--- src/logic/dbg_pkg.sv ---
package dbg_pkg;

    typedef logic [31:0] word_t;

    typedef struct packed {
        logic [7:0] prefix;
        logic [7:0] cycle;
        logic [7:0] address;
        word_t      data; // sits at the low end so it leaves the UART first.
    } frame_t;

    typedef enum logic {
        MESSAGE,
        REG_DUMP
    } report_kind_t;

    typedef struct packed {
        logic         valid;
        report_kind_t kind;
        logic [7:0]   prefix;
        word_t        code;
        logic [7:0]   cycle;
    } report_req_t;

    typedef struct packed {
        logic  valid;
        word_t instr;
    } imem_wr_t;

    localparam logic [7:0] CMD_LOAD           = "L";
    localparam logic [7:0] CMD_RUN            = "E";
    localparam logic [7:0] CMD_STEP           = "S";
    localparam logic [7:0] CMD_NEXT           = "N";
    localparam logic [7:0] PREFIX_INFO        = "I";
    localparam logic [7:0] PREFIX_ERROR       = "E";
    localparam logic [7:0] NO_CYCLE           = 8'hFF;
    localparam logic [7:0] NO_ADDRESS         = 8'hFF;
    localparam word_t      ERR_UNKNOWN_COMMAND = 32'd1;
    localparam word_t      ERR_ALREADY_LOADED = 32'd2;
    localparam word_t      ERR_IMEM_FULL      = 32'd3;
    localparam word_t      ERR_NO_PROGRAM     = 32'd4;
    localparam word_t      INFO_END_PROGRAM   = 32'd1;
    localparam word_t      HALT_WORD          = 32'hFFFFFFFF; // last word of every program.

endpackage
--- src/logic/dbg_top.sv ---
module dbg_top
#(
    parameter int NUM_REGS = 8
)
(
    input  logic                              i_clk,
    input  logic                              i_reset,
    input  logic                              i_uart_empty,
    input  logic [7:0]                        i_uart_data,
    input  logic                              i_uart_full,
    input  logic                              i_imem_empty,
    input  logic                              i_imem_full,
    input  logic                              i_mips_end_program,
    input  dbg_pkg::word_t [NUM_REGS - 1 : 0] i_registers,
    output logic                              o_uart_rd,
    output logic                              o_uart_wr,
    output logic [7:0]                        o_uart_data,
    output dbg_pkg::imem_wr_t                 o_imem_wr,
    output logic                              o_mips_start,
    output logic                              o_mips_enabled
);

    logic                 word_valid;
    logic                 word_ready;
    dbg_pkg::word_t       word;
    dbg_pkg::report_req_t req;
    logic                 report_done;
    dbg_pkg::frame_t      frame;
    logic                 frame_valid;
    logic                 frame_ready;

    uart_word_reader uart_word_reader_inst
    (
        .i_clk        (i_clk),
        .i_reset      (i_reset),
        .i_uart_empty (i_uart_empty),
        .i_uart_data  (i_uart_data),
        .i_word_ready (word_ready),
        .o_uart_rd    (o_uart_rd),
        .o_word_valid (word_valid),
        .o_word       (word)
    );

    session_controller session_controller_inst
    (
        .i_clk              (i_clk),
        .i_reset            (i_reset),
        .i_word_valid       (word_valid),
        .i_word             (word),
        .i_report_done      (report_done),
        .i_imem_empty       (i_imem_empty),
        .i_imem_full        (i_imem_full),
        .i_mips_end_program (i_mips_end_program),
        .o_word_ready       (word_ready),
        .o_req              (req),
        .o_imem_wr          (o_imem_wr),
        .o_mips_start       (o_mips_start),
        .o_mips_enabled     (o_mips_enabled)
    );

    report_builder #(.NUM_REGS(NUM_REGS)) report_builder_inst
    (
        .i_clk         (i_clk),
        .i_reset       (i_reset),
        .i_req         (req),
        .i_registers   (i_registers),
        .i_frame_ready (frame_ready),
        .o_frame       (frame),
        .o_frame_valid (frame_valid),
        .o_report_done (report_done)
    );

    frame_writer frame_writer_inst
    (
        .i_clk         (i_clk),
        .i_reset       (i_reset),
        .i_frame       (frame),
        .i_frame_valid (frame_valid),
        .i_uart_full   (i_uart_full),
        .o_frame_ready (frame_ready),
        .o_uart_wr     (o_uart_wr),
        .o_uart_data   (o_uart_data)
    );

endmodule

--- src/logic/session_controller.sv ---
module session_controller
(
    input  logic                 i_clk,
    input  logic                 i_reset,
    input  logic                 i_word_valid,
    input  dbg_pkg::word_t       i_word,
    input  logic                 i_report_done,
    input  logic                 i_imem_empty,
    input  logic                 i_imem_full,
    input  logic                 i_mips_end_program,
    output logic                 o_word_ready,
    output dbg_pkg::report_req_t o_req,
    output dbg_pkg::imem_wr_t    o_imem_wr,
    output logic                 o_mips_start,
    output logic                 o_mips_enabled
);

    typedef enum logic [2:0] {
        IDLE,
        LOAD,
        RUN,
        STEP_WAIT,
        DUMP,
        REPORT
    } state_t;

    state_t     state;
    state_t     ret_state; // RUN here means the end frame is still owed.
    logic [7:0] step_cnt;

    function automatic dbg_pkg::report_req_t message(input logic [7:0] prefix,
                                                     input dbg_pkg::word_t code);
        dbg_pkg::report_req_t req;
        req.valid  = 1'b1;
        req.kind   = dbg_pkg::MESSAGE;
        req.prefix = prefix;
        req.code   = code;
        req.cycle  = dbg_pkg::NO_CYCLE;
        return req;
    endfunction

    assign o_word_ready = (state == IDLE) || (state == LOAD) ||
                          ((state == STEP_WAIT) && !i_mips_end_program);

    always_ff @(posedge i_clk or posedge i_reset)
    begin
        if (i_reset)
        begin
            state          <= IDLE;
            ret_state      <= IDLE;
            step_cnt       <= 8'd0;
            o_req          <= '0;
            o_imem_wr      <= '0;
            o_mips_start   <= 1'b0;
            o_mips_enabled <= 1'b0;
        end
        else
        begin
            o_imem_wr.valid <= 1'b0;
            o_mips_start    <= 1'b0;
            case (state)
                IDLE:
                begin
                    if (i_word_valid)
                    begin
                        ret_state <= IDLE;
                        state     <= REPORT;
                        case (i_word)
                            {24'd0, dbg_pkg::CMD_LOAD}:
                            begin
                                if (i_imem_full)
                                    o_req <= message(dbg_pkg::PREFIX_ERROR, dbg_pkg::ERR_IMEM_FULL);
                                else if (!i_imem_empty)
                                    o_req <= message(dbg_pkg::PREFIX_ERROR,
                                                     dbg_pkg::ERR_ALREADY_LOADED);
                                else
                                    state <= LOAD;
                            end
                            {24'd0, dbg_pkg::CMD_RUN}, {24'd0, dbg_pkg::CMD_STEP}:
                            begin
                                if (i_imem_empty)
                                    o_req <= message(dbg_pkg::PREFIX_ERROR, dbg_pkg::ERR_NO_PROGRAM);
                                else
                                begin
                                    o_mips_start   <= 1'b1;
                                    o_mips_enabled <= 1'b1;
                                    step_cnt       <= 8'd1;
                                    if (i_word[7:0] == dbg_pkg::CMD_RUN)
                                    begin
                                        ret_state <= RUN;
                                        state     <= RUN;
                                    end
                                    else
                                    begin
                                        ret_state <= STEP_WAIT;
                                        state     <= DUMP; // S performs the first step itself.
                                    end
                                end
                            end
                            default:
                                o_req <= message(dbg_pkg::PREFIX_ERROR,
                                                 dbg_pkg::ERR_UNKNOWN_COMMAND);
                        endcase
                    end
                end
                LOAD:
                begin
                    if (i_word_valid)
                    begin
                        o_imem_wr.valid <= 1'b1;
                        o_imem_wr.instr <= i_word;
                        if (i_word == dbg_pkg::HALT_WORD)
                            state <= IDLE;
                    end
                end
                RUN:
                begin
                    if (i_mips_end_program && !o_mips_start) // ignore a stale flag at start.
                    begin
                        o_mips_enabled <= 1'b0;
                        state          <= DUMP;
                    end
                end
                STEP_WAIT:
                begin
                    if (i_mips_end_program)
                    begin
                        o_req     <= message(dbg_pkg::PREFIX_INFO, dbg_pkg::INFO_END_PROGRAM);
                        ret_state <= IDLE;
                        state     <= REPORT;
                    end
                    else if (i_word_valid)
                    begin
                        if (i_word == {24'd0, dbg_pkg::CMD_NEXT})
                        begin
                            step_cnt       <= step_cnt + 8'd1;
                            o_mips_enabled <= 1'b1;
                            state          <= DUMP;
                        end
                        else if (i_word == {24'd0, dbg_pkg::CMD_STEP})
                            state <= IDLE;
                        else
                        begin
                            o_req     <= message(dbg_pkg::PREFIX_ERROR,
                                                 dbg_pkg::ERR_UNKNOWN_COMMAND);
                            ret_state <= IDLE;
                            state     <= REPORT;
                        end
                    end
                end
                DUMP:
                begin
                    o_mips_enabled <= 1'b0;
                    o_req.valid    <= 1'b1;
                    o_req.kind     <= dbg_pkg::REG_DUMP;
                    o_req.prefix   <= dbg_pkg::PREFIX_INFO;
                    o_req.code     <= '0;
                    o_req.cycle    <= (ret_state == STEP_WAIT) ? step_cnt : dbg_pkg::NO_CYCLE;
                    state          <= REPORT;
                end
                REPORT:
                begin
                    if (o_req.valid)
                    begin
                        if (i_report_done)
                            o_req.valid <= 1'b0;
                    end
                    else if (ret_state == RUN)
                    begin
                        o_req     <= message(dbg_pkg::PREFIX_INFO, dbg_pkg::INFO_END_PROGRAM);
                        ret_state <= IDLE;
                    end
                    else
                        state <= ret_state;
                end
                default:
                    state <= IDLE;
            endcase
        end
    end

endmodule

--- src/logic/report_builder.sv ---
module report_builder
#(
    parameter int NUM_REGS = 8
)
(
    input  logic                                i_clk,
    input  logic                                i_reset,
    input  dbg_pkg::report_req_t                i_req,
    input  dbg_pkg::word_t [NUM_REGS - 1 : 0]   i_registers,
    input  logic                                i_frame_ready,
    output dbg_pkg::frame_t                     o_frame,
    output logic                                o_frame_valid,
    output logic                                o_report_done
);

    localparam int               IDX_W    = (NUM_REGS > 1) ? $clog2(NUM_REGS) : 1;
    localparam logic [IDX_W-1:0] LAST_IDX = IDX_W'(NUM_REGS - 1);

    logic [IDX_W-1:0] reg_idx;
    logic             done_q;
    logic             handshake;
    logic             last_frame;

    assign o_frame_valid = i_req.valid && !done_q; // the request is still up while done shows.
    assign handshake     = o_frame_valid && i_frame_ready;
    assign last_frame    = (i_req.kind == dbg_pkg::MESSAGE) || (reg_idx == LAST_IDX);
    assign o_report_done = done_q;

    always_comb
    begin
        o_frame.cycle = i_req.cycle;
        if (i_req.kind == dbg_pkg::MESSAGE)
        begin
            o_frame.prefix  = i_req.prefix;
            o_frame.address = dbg_pkg::NO_ADDRESS;
            o_frame.data    = i_req.code;
        end
        else
        begin
            o_frame.prefix  = dbg_pkg::PREFIX_INFO;
            o_frame.address = 8'(reg_idx);
            o_frame.data    = i_registers[reg_idx]; // live value, taken at handover.
        end
    end

    always_ff @(posedge i_clk or posedge i_reset)
    begin
        if (i_reset)
        begin
            reg_idx <= '0;
            done_q  <= 1'b0;
        end
        else
        begin
            done_q <= 1'b0;
            if (handshake)
            begin
                if (last_frame)
                begin
                    reg_idx <= '0;
                    done_q  <= 1'b1;
                end
                else
                    reg_idx <= reg_idx + 1'b1;
            end
        end
    end

endmodule

--- src/logic/frame_writer.sv ---
module frame_writer
(
    input  logic            i_clk,
    input  logic            i_reset,
    input  dbg_pkg::frame_t i_frame,
    input  logic            i_frame_valid,
    input  logic            i_uart_full,
    output logic            o_frame_ready,
    output logic            o_uart_wr,
    output logic [7:0]      o_uart_data
);

    localparam logic [2:0] LAST_BYTE = 3'd6;

    dbg_pkg::frame_t frame_q;
    logic [2:0]      byte_ptr;
    logic            busy;
    logic            wr_q;
    logic [7:0]      data_q;
    logic            send;

    assign o_frame_ready = !busy;
    assign o_uart_wr     = wr_q;
    assign o_uart_data   = data_q;
    assign send          = busy && !wr_q && !i_uart_full; // the cycle after a pulse is a gap.

    always_ff @(posedge i_clk or posedge i_reset)
    begin
        if (i_reset)
        begin
            busy     <= 1'b0;
            byte_ptr <= 3'd0;
            wr_q     <= 1'b0;
        end
        else
        begin
            wr_q <= send;
            if (!busy && i_frame_valid)
            begin
                busy     <= 1'b1;
                byte_ptr <= 3'd0;
            end
            else if (send)
            begin
                if (byte_ptr == LAST_BYTE)
                    busy <= 1'b0;
                else
                    byte_ptr <= byte_ptr + 3'd1;
            end
        end
    end

    always_ff @(posedge i_clk)
    begin
        if (!busy && i_frame_valid)
            frame_q <= i_frame;
        if (send)
            data_q <= frame_q[{byte_ptr, 3'b000} +: 8];
    end

endmodule

--- src/logic/uart_word_reader.sv ---
module uart_word_reader
(
    input  logic           i_clk,
    input  logic           i_reset,
    input  logic           i_uart_empty,
    input  logic [7:0]     i_uart_data,
    input  logic           i_word_ready,
    output logic           o_uart_rd,
    output logic           o_word_valid,
    output dbg_pkg::word_t o_word
);

    logic [1:0]     byte_cnt;
    logic           rd_q;
    logic           valid_q;
    dbg_pkg::word_t word_q;

    assign o_uart_rd    = rd_q;
    assign o_word_valid = valid_q;
    assign o_word       = word_q;

    always_ff @(posedge i_clk or posedge i_reset)
    begin
        if (i_reset)
        begin
            byte_cnt <= 2'd0;
            rd_q     <= 1'b0;
            valid_q  <= 1'b0;
        end
        else
        begin
            rd_q <= 1'b0; // a read is never two cycles long.
            if (rd_q)
            begin
                byte_cnt <= byte_cnt + 2'd1;
                if (byte_cnt == 2'd3)
                    valid_q <= 1'b1;
            end
            else if (valid_q)
            begin
                if (i_word_ready)
                    valid_q <= 1'b0;
            end
            else if (!i_uart_empty)
                rd_q <= 1'b1;
        end
    end

    always_ff @(posedge i_clk)
    begin
        if (rd_q)
            word_q <= {i_uart_data, word_q[31:8]}; // the first byte ends in bits 7:0.
    end

endmodule

--- config.mk ---
export PLATFORM = sky130hd
export DESIGN_NAME = dbg_top
export DESIGN_NICKNAME = d
export VERILOG_FILES = /design/src/logic/dbg_pkg.sv /design/src/logic/dbg_top.sv /design/src/logic/session_controller.sv /design/src/logic/report_builder.sv /design/src/logic/frame_writer.sv /design/src/logic/uart_word_reader.sv
export SDC_FILE = /design/constraint.sdc
export NUM_CORES = 1
export LEC_CHECK = 0
export BUFFER_PORTS_ARGS = -buffer_cell sky130_fd_sc_hd__buf_2
export CAP_MARGIN = 40
export CORE_ASPECT_RATIO = 1.2
export CORE_UTILIZATION = 25
export DETAILED_ROUTE_END_ITERATION = 16
export GPL_TIMING_DRIVEN = 0
export PLACE_DENSITY = 0.57
export SLEW_MARGIN = 20
export SYNTH_ARGS = -nofsm -noshare
export SYNTH_HDL_FRONTEND = slang
export SYNTH_SLANG_ARGS = --single-unit
--- constraint.sdc ---
create_clock -name i_clk -period 1.99 [get_ports i_clk]
set_input_delay 0.199 -clock i_clk [delete_from_list [all_inputs] [get_ports i_clk]]
set_output_delay 0.199 -clock i_clk [all_outputs]
set_load 0.01 [all_outputs]
### Word-level counts from Yosys, hierarchy flattened

Cells that the tools add are included.

| word-level totals | value |
|---|---|
| word-level logic and storage cells | 183 |
| output and inout bits | 45 |
| register bits | 208 |
| input port bits | 271 |

| cells by class | value |
|---|---|
| multiplexer cells | 82 |
| $add $sub $neg | 4 |
| bitwise logic cells | 1 |
| reductions and logical operators | 32 |
| shifts and indexed selects | 1 |
| order comparisons | 1 |
| equal/unequal tests | 35 |

Operator list:

| cell | count |
|---|---|
| $mux W50 | 9 |
| $pmux W50 S4 | 1 |
| $eq A32 B7 Y1 const B | 4 |
| $pmux W50 S2 | 1 |
| $bmux W32 S3 | 1 |
| $mux W3 | 27 |
| $mux W33 | 2 |
| $mux W8 | 7 |
| $shiftx A56 B7 Y8 | 1 |
| $mux W49 | 1 |
| $mux W40 | 1 |
| $eq A32 B32 Y1 const B | 1 |
| $mux W32 | 1 |
| $reduce_and A7 Y1 | 4 |
| $mux W1 | 26 |
| $ne A2 B2 Y1 const B | 12 |
| $pmux W3 S6 | 1 |
| $pmux W8 S2 | 1 |
| $eq A3 B2 Y1 const B | 4 |
| $eq A3 B3 Y1 const B | 4 |
| $ne A3 B3 Y1 const B | 4 |
| $pmux W3 S3 | 1 |
| $reduce_and A9 Y1 | 1 |
| $add A8 B1 Y8 const B | 1 |
| 21 further kinds | 40 |

### Depth between registers and ports, before layout

Gate-level depths: netlist (run 1).

| logic depth | value |
|---|---|
| depth in word-level cells | 6 |
| mapped depth | 9 |
| depth with buffers taken out | 7 |

### Hierarchy

From an unflattened synthesis (run 1), not the netlist that was laid out.

| unflattened totals | value |
|---|---|
| cell total of the unflattened synthesis | 761 |
| area total of the unflattened synthesis | 9,739.3 µm² |

By module, submodules not included:

| module | area an instance (µm²) | cells each | seq. area each (µm²) | instances |
|---|---|---|---|---|
| session_controller | 3,504.6 | 344 | 1,601.5 | 1 |
| frame_writer | 2,665.1 | 137 | 2,047.0 | 1 |
| report_builder | 2,449.8 | 236 | 100.1 | 1 |
| uart_word_reader | 1,119.8 | 44 | 1,061.0 | 1 |

### Worst setup path after synthesis (run 1)

No wires, ideal clock.

| timing path | value |
|---|---|
| path kind | flip-flop to flip-flop |
| from | register uart_word_reader_inst.word_q[10] (netlist: uart_word_reader_inst.o_word[10]) |
| to | register session_controller_inst.o_req[0] in the netlist's numbering |
| clock period less this slack | 2,149 ps |
| cell stages (with the launch flop) | 7 |
| buffers on the path | 1 |
| setup slack | -159 ps |
| arrival | 2,024 ps |
| library setup time | 125 ps |
| cell sequence | edfxtp_1 -> nor4_4 -> nand4_4 -> o41ai_4 -> nor4b_4 -> buf_6 -> mux2_4 |

| on the way | value |
|---|---|
| word-level cells in the longest chain between the ends | 5 |

RTL lines:

| item | RTL line | RTL |
|---|---|---|
| start, declared | uart_word_reader.sv:16 | `dbg_pkg::word_t word_q;` |
| start signal, assigned | uart_word_reader.sv:52 | `word_q <= {i_uart_data, word_q[31:8]};` |
| $eq A32 B7 Y1, on equally long branches | session_controller.sv:68, session_controller.sv:140 |  |
| $reduce_or A2 Y1 | session_controller.sv:68 | `case (i_word)` |
| $pmux W50 S2 | session_controller.sv:68 |  |
| $mux W50 | session_controller.sv:64 | `if (i_word_valid)` |
| $pmux W50 S4 | session_controller.sv:61 | `case (state)` |
| end signal, assigned | session_controller.sv:72 | `o_req <= message(dbg_pkg::PREFIX_ERROR, dbg_pkg::ERR_IMEM_FULL);` |
| end signal, assigned | session_controller.sv:74 | `o_req <= message(dbg_pkg::PREFIX_ERROR,` |
| end signal, assigned | session_controller.sv:82 | `o_req <= message(dbg_pkg::PREFIX_ERROR, dbg_pkg::ERR_NO_PROGRAM);` |
| end, declared | session_controller.sv:12 | `output dbg_pkg::report_req_t o_req,` |

Several ways; a longest one is shown, not always the timed one. The select of a mux whose other input is x is not followed.
A chain may end at the register's enable or synchronous reset.

### Worst setup path after layout (run 1)

| timing path | value |
|---|---|
| from | register uart_word_reader_inst.word_q[12] (netlist: uart_word_reader_inst.o_word[12]) |
| to | register session_controller_inst.o_req[8] in the netlist's numbering |

The elaborated chain is that of the path after synthesis.

==> impl_metrics.ini, run 1 <==
[placed_design]
hpwl_um = 25000
io_buffers = 315
placed_cell_area_um2 = 11400
place.gp.congestion = 0.856
place_ws_ps = -754

[clock_tree]
cts-htree-levels = 4
cts.reportedPaths.clkPinSlew_ps = 60
cts_buffer_depth = 2
cts.sinks = 164
cts_tree = built
cts_buffers = 17
clock_latency_ps = 430
root_buffer = clkbuf_16

[setup_path]
worst-path-buf-inv = 3
critPathRequiredTime_ps = 2300
criticalPathCategory = reg -> reg
critPathTopFamily = simple AND/OR/NAND/NOR gates
worstSetupEndpointType = flop
cp_cell_sequence = nor4_4 > nand4_4 > o41ai_4 > buf_4 > nor4b_4 > buf_4 > buf_6 > mux2_4
arrival_ps = 2600
slowest_stage = edfxtp_1
cp_max_fo = 5
cpPeakStageDelay_ps = 490
start_kind = flop
crit_path_frequent_cell = buf_4

[pwr]
p_comb_share_pct = 45.9
p_int_mw = 10.8
p_switching_mw = 5.77
p_leak_nw = 5.25
powerDensity_nw_per_um2 = 1290
p_seq_share_pct = 34.0
pwr-share-clk_pct = 20.1
switching_share_pct = 34.9
ir_worst_vdd_mv = 1.04

[finish]
area_growth_pct = 40.8
diodes = 0
postLayoutCellArea_um2 = 12800
drive_above_1_share_pct = 57.1
final_nets = 1330
final_util_pct = 35.7

[sta]
setup_ws_ps = -293
fin_setup_tns_ps = -4160
tightestPinTransition_ps = 707
finalHoldViolCount = 0
fin_crit_sh_pct = 115
finalSetupViolCount = 22
fmax_mhz = 438
period_needed_ps = 2280
drv_slew = 0
fin_worst_skew_ps = 6.79
max-slew-margin-rel_pct = 52.6
hold_slack_ps = 34.8
rsz0062_at_grt = yes

[routing]
wl_um = 31300
drc = 0
detail_route.vias_per_cell = 4.85
vias = 7444
drt_pass1_iterations = 5
ant_nets = 0
avgRoutedWirePerCell_um = 20.4
drt_iter0_markers = 584

[die]
die_w_um = 176
rows = 76
die_area_um2 = 37100
die_h_um = 211
core-area_um2 = 35800
initial_utilization_pct = 25.3
io_pins = 316

[hold_path]
hp-class = in -> reg

[synth]
ys.flop_type = edfxtp_1
yosysSeqAreaShare_pct = 50.0
synth_seq_cells = 164
synth_edf_count = 87
yosys_warnings = 0
syn_area_per_cell_um2 = 14.0
syn-cell-area_um2 = 9080
yosysTopAreaCellShare_pct = 28.8
syn-num-nets = 925
synth_cells = 648
ys_top_cells_by_area = edfxtp_1, dfrtp_1, mux4_2
synth_top_cell_by_area = edfxtp_1
synth_cell_type_count = 70
synthArstFlopShare_pct = 47.0

[global_route]
grt_pass1_vias = 7575
grt-ovfl-total = 0
grt_usage_pct = 16.7
antenna_found_initial = 2
grt_max_degree = 38
grt_pass1_wl_um = 45900

[run]
cap_violations = 0

[run_status]
status = finished with violations
violations = negative setup slack
==> state kept, by name, indices dropped and copies added (netlist names), 2 cells and up <==
signal,flops
session_controller_inst.step_cnt,8
frame_writer_inst.o_uart_data,8
uart_word_reader_inst.byte_cnt,2
frame_writer_inst.frame_q,47
session_controller_inst.state,3
session_controller_inst.o_imem_wr,33
frame_writer_inst.byte_ptr,3
report_builder_inst.reg_idx,3
session_controller_inst.ret_state,2
uart_word_reader_inst.o_word,32
session_controller_inst.o_req,16
==> tightest hold or removal path, delay by kind of cell <==
kind / cells / cell delay, ps
compound gates: 1 / 70
simple gates: 1 / 60
buf+inv: 1 / 100
==> synth_stat cells, types with 3 or more instances <==
| master | count |
|---|---|
| nor4_1 | 4 |
| nand2_1 | 32 |
| or2_2 | 3 |
| mux2i_1 | 36 |
| edfxtp_1 | 87 |
| nand4_1 | 11 |
| clkbuf_1 | 20 |
| o21ai_0 | 27 |
| o31ai_1 | 9 |
| a21oi_1 | 20 |
| nor4_4 | 5 |
| inv_1 | 17 |
| buf_1 | 6 |
| mux2_4 | 7 |
| mux4_2 | 72 |
| ha_1 | 6 |
| mux2_2 | 38 |
| and2_1 | 3 |
| a31oi_1 | 3 |
| o211ai_1 | 5 |
| and4bb_2 | 3 |
| nand3_1 | 8 |
| nor2_1 | 57 |
| dfrtp_1 | 77 |
| nand2b_1 | 9 |
| buf_2 | 9 |
| nor2b_1 | 5 |
| nor3_1 | 10 |
| o22ai_1 | 6 |
==> logic make-up after synthesis <==
kind of cell	synth area share, %
AND/OR/NAND/NOR	11.7
flip-flops	50.0
multiplexers	27.7
AO/OA/AOI/OAI	6.86
buffers and inverters	2.61
adder cells (fa/ha/maj)	0.827
XOR/XNOR	0.290
==> cells in the final DEF, fill, tap and decap left out, drive strengths merged, types with 3 or more instances in the layout <==
master / n
and3b: 3
mux4: 72
o21bai: 3
o211ai: 5
nand2: 33
and2: 3
bufinv: 3
edfxtp: 87
a21oi: 20
nor3: 11
o31ai: 9
nor3b: 4
nand2b: 9
a31oi: 3
clkbuf: 40
or2: 5
nand3: 9
ha: 6
o21ai: 27
buf: 393
dfrtp: 77
nor2b: 5
and4bb: 3
nor4: 10
nor2: 57
o22ai: 6
mux2: 45
dlygate4sd3: 10
mux2i: 36
inv: 17
clkinv: 6
clkinvlp: 4
nand4: 12
==> final timing paths <==
| check | from | endpoint | slack [ps] | cells past startpoint |
|---|---|---|---|---|
| setup / recovery | uart_word_reader_inst.o_word[12] | session_controller_inst.o_req[8] | -290 | 8 |
| setup reg to reg | uart_word_reader_inst.o_word[12] | session_controller_inst.o_req[8] | -290 | 8 |
| hold reg to reg | session_controller_inst.o_req[3] | frame_writer_inst.frame_q[43] | 450 | 0 |
| max in group asynchronous | i_reset | session_controller_inst.o_imem_wr[20] | 1000 | 4 |
| min in group asynchronous | i_reset | uart_word_reader_inst.o_word_valid | 420 | 3 |
| hold / removal | i_uart_full | frame_writer_inst.busy | 30 | 3 |
==> power groups by stage <==
stage,sequential (mW),clock [mW],combinational [mW]
after floorplan,5.73,0,4.47
after global placement,5.78,0,6.60
after detailed placement,5.72,0,6.84
after CTS,5.63,3.38,7.39
after global routing,5.75,3.52,8.23
final,5.61,3.33,7.59
==> metrics by stage <==
step	power (mW)	instances
floorplan	10.2	648
global placement	12.4	1431
detailed placement	12.6	1437
CTS	16.4	1522
global route	17.5	1534
finish	16.5	1534
==> layer usage <==
metal  up-vias  track usage [%]  part of all wire, %
met1      3753             22.8                   43
met5         -                0                0.029
met2       290             25.5                   47
li1       3363                -                    -
met4         2             4.26                  1.3
met3        36             5.31                  8.3
==> repair_timing <==
action / 4_1_cts / 5_1_grt
gates cloned: 1 / 0
endpoints found under the hold margin: 34 / 0
endpoints found under the setup margin: 98 / 64
pin swaps: 11 / 14
setup buffers: 43 / 13
hold buffers: 10 / 0
gates resized for setup: 48 / 45
==> layout make-up <==
class | count | area, um^2
Fill cell | 3549 | 23100
Sequential cell | 164 | 4540
Multi-Input combinational cell | 429 | 4480
Timing Repair Buffer | 387 | 2230
Tap cell | 468 | 586
Clock buffer | 19 | 433
Buffer | 37 | 287
Clock inverter | 13 | 156
Inverter | 17 | 71.3
(Power assumes the default switching activity.)
==> inputs of run 2 (changes only) <==
--- a/config.mk
+++ b/config.mk
@@ -5,12 +5,13 @@
 export SDC_FILE = /design/constraint.sdc
 export NUM_CORES = 1
 export LEC_CHECK = 0
-export BUFFER_PORTS_ARGS = -buffer_cell sky130_fd_sc_hd__buf_2
+export BUFFER_PORTS_ARGS = -buffer_cell sky130_fd_sc_hd__buf_4
 export CAP_MARGIN = 40
 export CORE_ASPECT_RATIO = 1.2
 export CORE_UTILIZATION = 25
 export DETAILED_ROUTE_END_ITERATION = 16
 export GPL_TIMING_DRIVEN = 0
+export MAX_ROUTING_LAYER = met4
 export PLACE_DENSITY = 0.57
 export SLEW_MARGIN = 20
 export SYNTH_ARGS = -nofsm -noshare
==> impl_metrics.ini, run 2 (same netlist as run 1, synthesis figures left out) <==
[finish]
final_cell_mix = buf_4, edfxtp_1, dfrtp_1
n_fill_cell = 3423
postLayoutCellArea_um2 = 13600
final_nets = 1328
largest_reg_flops = 47
drive_above_1_share_pct = 56.9
final_common_cell = buf_4
multi_input_area_um2 = 4480
top_register = frame_writer_inst.frame_q
final-seq-area_um2 = 4540
area_growth_pct = 49.6

[pwr]
switching_share_pct = 34.9
powerDensity_nw_per_um2 = 1240
p_int_mw = 10.9
p_switching_mw = 5.87
p_comb_share_pct = 47.2
ir_worst_vdd_mv = 0.807
p_seq_share_pct = 33.7
p_leak_nw = 5.51
p_total_mw = 16.8
pwr-share-clk_pct = 19.2

[global_route]
antenna_found_initial = 1
grt-ovfl-total = 0
grt_usage_pct = 17.8
grt_max_degree = 37
grt_pass1_vias = 7598
grt_pass1_wl_um = 47300

[sta]
drv_slew = 0
max-slew-margin-rel_pct = 53.4
tightestPinTransition_ps = 696
fin_worst_skew_ps = 8.62
fin_crit_sh_pct = 108
rsz0062_at_grt = yes
finalHoldViolCount = 0
setup_ws_ps = -152
finalSetupViolCount = 18
fin_setup_tns_ps = -1930
fmax_mhz = 467
period_needed_ps = 2140

[clock_tree]
clock_latency_ps = 430
cts_buffer_depth = 2
cts.sinks = 164
cts_buffers = 17
cts.reportedPaths.clkPinSlew_ps = 60
root_buffer = clkbuf_16
cts_tree = built
cts-htree-levels = 4

[die]
die_h_um = 211
core-area_um2 = 35800
io_pins = 316
rows = 76
initial_utilization_pct = 25.3
die_w_um = 176
die_area_um2 = 37100

[setup_path]
cpPeakStageDelay_ps = 500
arrival_ps = 2460
crit_start = uart_word_reader_inst.o_word[4]
critPathRequiredTime_ps = 2300
reg2reg_from = uart_word_reader_inst.o_word[4]
start_kind = flop
worstSetupEndpointType = flop
r2r_slack_ps = -150
worst-path-buf-inv = 1
cp_cell_sequence = and4bb_2 > nand4_1 > a211oi_4 > nor4b_4 > buf_6 > mux2_4
critPathTopFamily = simple AND/OR/NAND/NOR gates
criticalPathCategory = reg -> reg
cp_max_fo = 9
slowest_stage = edfxtp_1

[routing]
drt_iter0_markers = 586
ant_nets = 0
avgRoutedWirePerCell_um = 20.9
drc = 0
wl_um = 32100
detail_route.vias_per_cell = 4.87
vias = 7477
drt_pass1_iterations = 5

[run_status]
violations = negative setup slack
status = finished with violations

[hold_path]
hp-class = in -> reg
hp-start = i_mips_end_program

[placed_design]
place.gp.congestion = 0.853
hpwl_um = 25500
placed_cell_area_um2 = 12200
io_buffers = 315

[run]
cap_violations = 0
[run 2: power by group through the flow]
stage / logic (mW) / registers (mW) / clock network, mW
6_report: 7.92 / 5.66 / 3.22
4_1_cts: 7.68 / 5.66 / 3.29
3_5_place_dp: 7.21 / 5.76 / 0
2_1_floorplan: 4.47 / 5.73 / 0
5_1_grt: 8.57 / 5.81 / 3.43
3_3_place_gp: 7.01 / 5.79 / 0
[run 2: worst paths after layout]
path,to,cells past startpoint
worst max-delay path,session_controller_inst.o_req[8],6
worst min-delay path,session_controller_inst.o_mips_enabled,4
worst max register to register,session_controller_inst.o_req[8],6
worst min register to register,frame_writer_inst.frame_q[44],0
max in group asynchronous,report_builder_inst.reg_idx[0],5
min in group asynchronous,session_controller_inst.o_imem_wr[17],3
[run 2: worst min-delay path, stage by stage]
cell and delay [ps]:
buf_4 140, nor2_1 60, a21oi_1 110, o21ai_0 80
[run 2: cell type report]
| type | count | area share, % |
|---|---|---|
| clock inverter | 12 | 0.903 |
| tap | 468 | 4.31 |
| clock buffer | 20 | 3.37 |
| inverter | 17 | 0.525 |
| multi-input combinational | 429 | 33.0 |
| antenna | 2 | 0.0369 |
| timing repair buffer | 385 | 22.2 |
| buffer | 37 | 2.20 |
| sequential | 164 | 33.4 |
[run 2: timing repair]
action | 4_1_cts | 5_1_grt
endpoints found under the setup margin | 100 | 82
pin swaps | 15 | 6
buffers inserted | 40 | 12
gates resized for setup | 43 | 51
hold buffers | 11 | 0
endpoints found under the hold margin | 22 | 0
[run 2: per-layer routing]
| layer | wire length [um] | part of all wire [%] | GRT usage (%) | vias up |
|---|---|---|---|---|
| li1 | - | - | - | 3357 |
| met1 | 13900 | 43 | 23.8 | 3792 |
| met2 | 15400 | 48 | 26.8 | 297 |
| met3 | 2390 | 7.4 | 4.77 | 31 |
| met4 | 427 | 1.3 | 4.59 | 0 |
| met5 | 0 | 0 | - | - |
[run 2: per-stage QoR]
stage	worst slack (ps)	hold slack [ps]	std cells	util (%)
6_report	-152	199	1534	37.9
5_1_grt	-217	219	1533	37.9
4_1_cts	-119	156	1520	37.2
3_5_place_dp	-689	225	1438	34.1
3_3_place_gp	-715	352	1431	33.7
2_1_floorplan	-128	264	648	-
==> inputs of run 3 (changes only) <==
--- a/config.mk
+++ b/config.mk
@@ -5,7 +5,7 @@
 export SDC_FILE = /design/constraint.sdc
 export NUM_CORES = 1
 export LEC_CHECK = 0
-export BUFFER_PORTS_ARGS = -buffer_cell sky130_fd_sc_hd__buf_4
+export BUFFER_PORTS_ARGS = -buffer_cell sky130_fd_sc_hd__clkbuf_2
 export CAP_MARGIN = 40
 export CORE_ASPECT_RATIO = 1.2
 export CORE_UTILIZATION = 25
==> impl_metrics.ini, run 3 (same netlist as run 1, synthesis figures left out) <==
[global_route]
grt_usage_pct = 17.0
grt_pass1_wl_um = 44900
grt_max_degree = 34
grt-ovfl-total = 0
grt_pass1_vias = 7339
antenna_found_initial = 6

[sta]
finalSetupViolCount = 16
fmax_mhz = 468
finalHoldViolCount = 0
setup_ws_ps = -146
rsz0062_at_grt = yes
period_needed_ps = 2140
fin_worst_skew_ps = 12.6
tightestPinTransition_ps = 726
drv_slew = 0
max-slew-margin-rel_pct = 51.4
fin_crit_sh_pct = 107
fin_setup_tns_ps = -1880

[pwr]
powerDensity_nw_per_um2 = 1280
ir_worst_vdd_mv = 0.921
p_total_mw = 16.4
p_leak_nw = 5.33

[setup_path]
crit_start = uart_word_reader_inst.o_word[2]
cpPeakStageDelay_ps = 450
critPathTopFamily = compound AO/OA/AOI/OAI gates
worstSetupEndpointType = flop
r2r_slack_ps = -150
slowest_stage = edfxtp_1
criticalPathCategory = reg -> reg
arrival_ps = 2450
reg2reg_from = uart_word_reader_inst.o_word[2]
critPathRequiredTime_ps = 2310
cp_cell_sequence = buf_6 > and4bb_2 > o21bai_4 > o41ai_4 > nor4b_4 > buf_6 > mux2_4
worst-path-buf-inv = 2
crit_path_frequent_cell = buf_6
start_kind = flop
cp_max_fo = 10

[routing]
ant_nets = 0
vias = 7506
drt_iter0_markers = 579
wl_um = 31200
avgRoutedWirePerCell_um = 20.3
drt_pass1_iterations = 11
detail_route.vias_per_cell = 4.87
drc = 2

[finish]
postLayoutCellArea_um2 = 12900
final_common_cell = clkbuf_2
n_fill_cell = 3500
area_growth_pct = 41.7
largest_reg_flops = 47
final_nets = 1333
top_register = frame_writer_inst.frame_q
final_cell_count_no_fill = 1540
drive_above_1_share_pct = 58.0
final_cell_mix = clkbuf_2, edfxtp_1, dfrtp_1

[clock_tree]
cts.sinks = 164
cts_buffers = 17
cts.reportedPaths.clkPinSlew_ps = 60
cts-htree-levels = 4
root_buffer = clkbuf_16
cts_buffer_depth = 2
clock_latency_ps = 440
cts_tree = built

[run]
cap_violations = 0

[run_status]
status = finished with violations
violations = design-rule violations, negative setup slack

[hold_path]
hp-start = i_uart_full
hp-class = in -> reg

[placed_design]
dp.cells = 1437
io_buffers = 315
place.gp.congestion = 0.861
hpwl_um = 25000
placed_cell_area_um2 = 11400

[die]
io_pins = 316
die_w_um = 176
die_h_um = 211
die_area_um2 = 37100
initial_utilization_pct = 25.3
rows = 76
core-area_um2 = 35800
-- run 3: cell types whose count changed in the layout (fill, tap and decap cells not counted), moves of 4 or more --
| cell | before | now |
|---|---|---|
| clkbuf_2 | 7 | 323 |
| buf_4 | 370 | 55 |
| o21ai_0 | 27 | 21 |
| buf_6 | 9 | 13 |
| clkbuf_8 | 0 | 4 |
| mux2i_2 | 2 | 6 |
| o21ai_1 | 0 | 4 |
-- run 3: worst paths after layout --
path                                                              end  depth (start not counted)
worst min-delay path                           frame_writer_inst.busy                          3
worst max register to register       session_controller_inst.o_req[9]                          7
worst min register to register          frame_writer_inst.frame_q[43]                          0
max in group asynchronous       session_controller_inst.o_imem_wr[26]                          4
min in group asynchronous            session_controller_inst.state[0]                          3
worst max-delay path                 session_controller_inst.o_req[9]                          7
-- run 3: cell type report --
cell class                      instances  area (um^2)  share of cell area [%]
Clock inverter                          9         66.3                   0.516
Antenna cell                            3         7.51                  0.0584
Buffer                                 37          298                    2.32
Inverter                               17         71.3                   0.555
Clock buffer                           23          509                    3.96
Multi-Input combinational cell        429         4530                    35.3
Timing Repair Buffer                  389         2240                    17.4
Sequential cell                       164         4540                    35.3
Timing Repair inverter                  1         5.00                  0.0389
Tap cell                              468          586                    4.55
-- run 3: repair_timing --
item,in CTS,in global routing
hold buffers,10,0
setup buffers,39,19
pin swaps,15,15
cloned,0,2
gates resized for setup,42,72
setup endpoints to repair,98,100
endpoints found under the hold margin,32,0
-- run 3: tightest hold or removal path: stages --
cell      delay (ps)
clkbuf_2         100
o31ai_1           70
nand2_1           50
-- run 3: through the flow --
| stage | setup slack, ps | hold WS, ps | util, % |
|---|---|---|---|
| floorplan | -128 | 264 | - |
| detailed placement | -780 | 297 | 31.8 |
| global placement | -713 | 356 | 31.5 |
| CTS | -139 | 13.8 | 34.8 |
| finish | -146 | 31.0 | 35.9 |
| global route | -224 | 39.1 | 35.9 |
-- run 3: layer usage --
layer  routed length (um)  share of wire, %  track usage [%]  up-vias
li1                     -                 -                -     3378
met4                  527               1.7             5.07        0
met5                    0                 0                -        -
met2                14600                47             25.0      318
met3                 2640               8.5             5.22       30
met1                13500                43             22.4     3780
-- run 3: power by group --
part           switching (mW)  internal [mW]  leakage, nW
Clock                    1.38           1.81        0.275
Combinational            3.78           3.81         3.32
Sequential              0.678           4.95         1.74
Total                    5.84           10.6         5.33
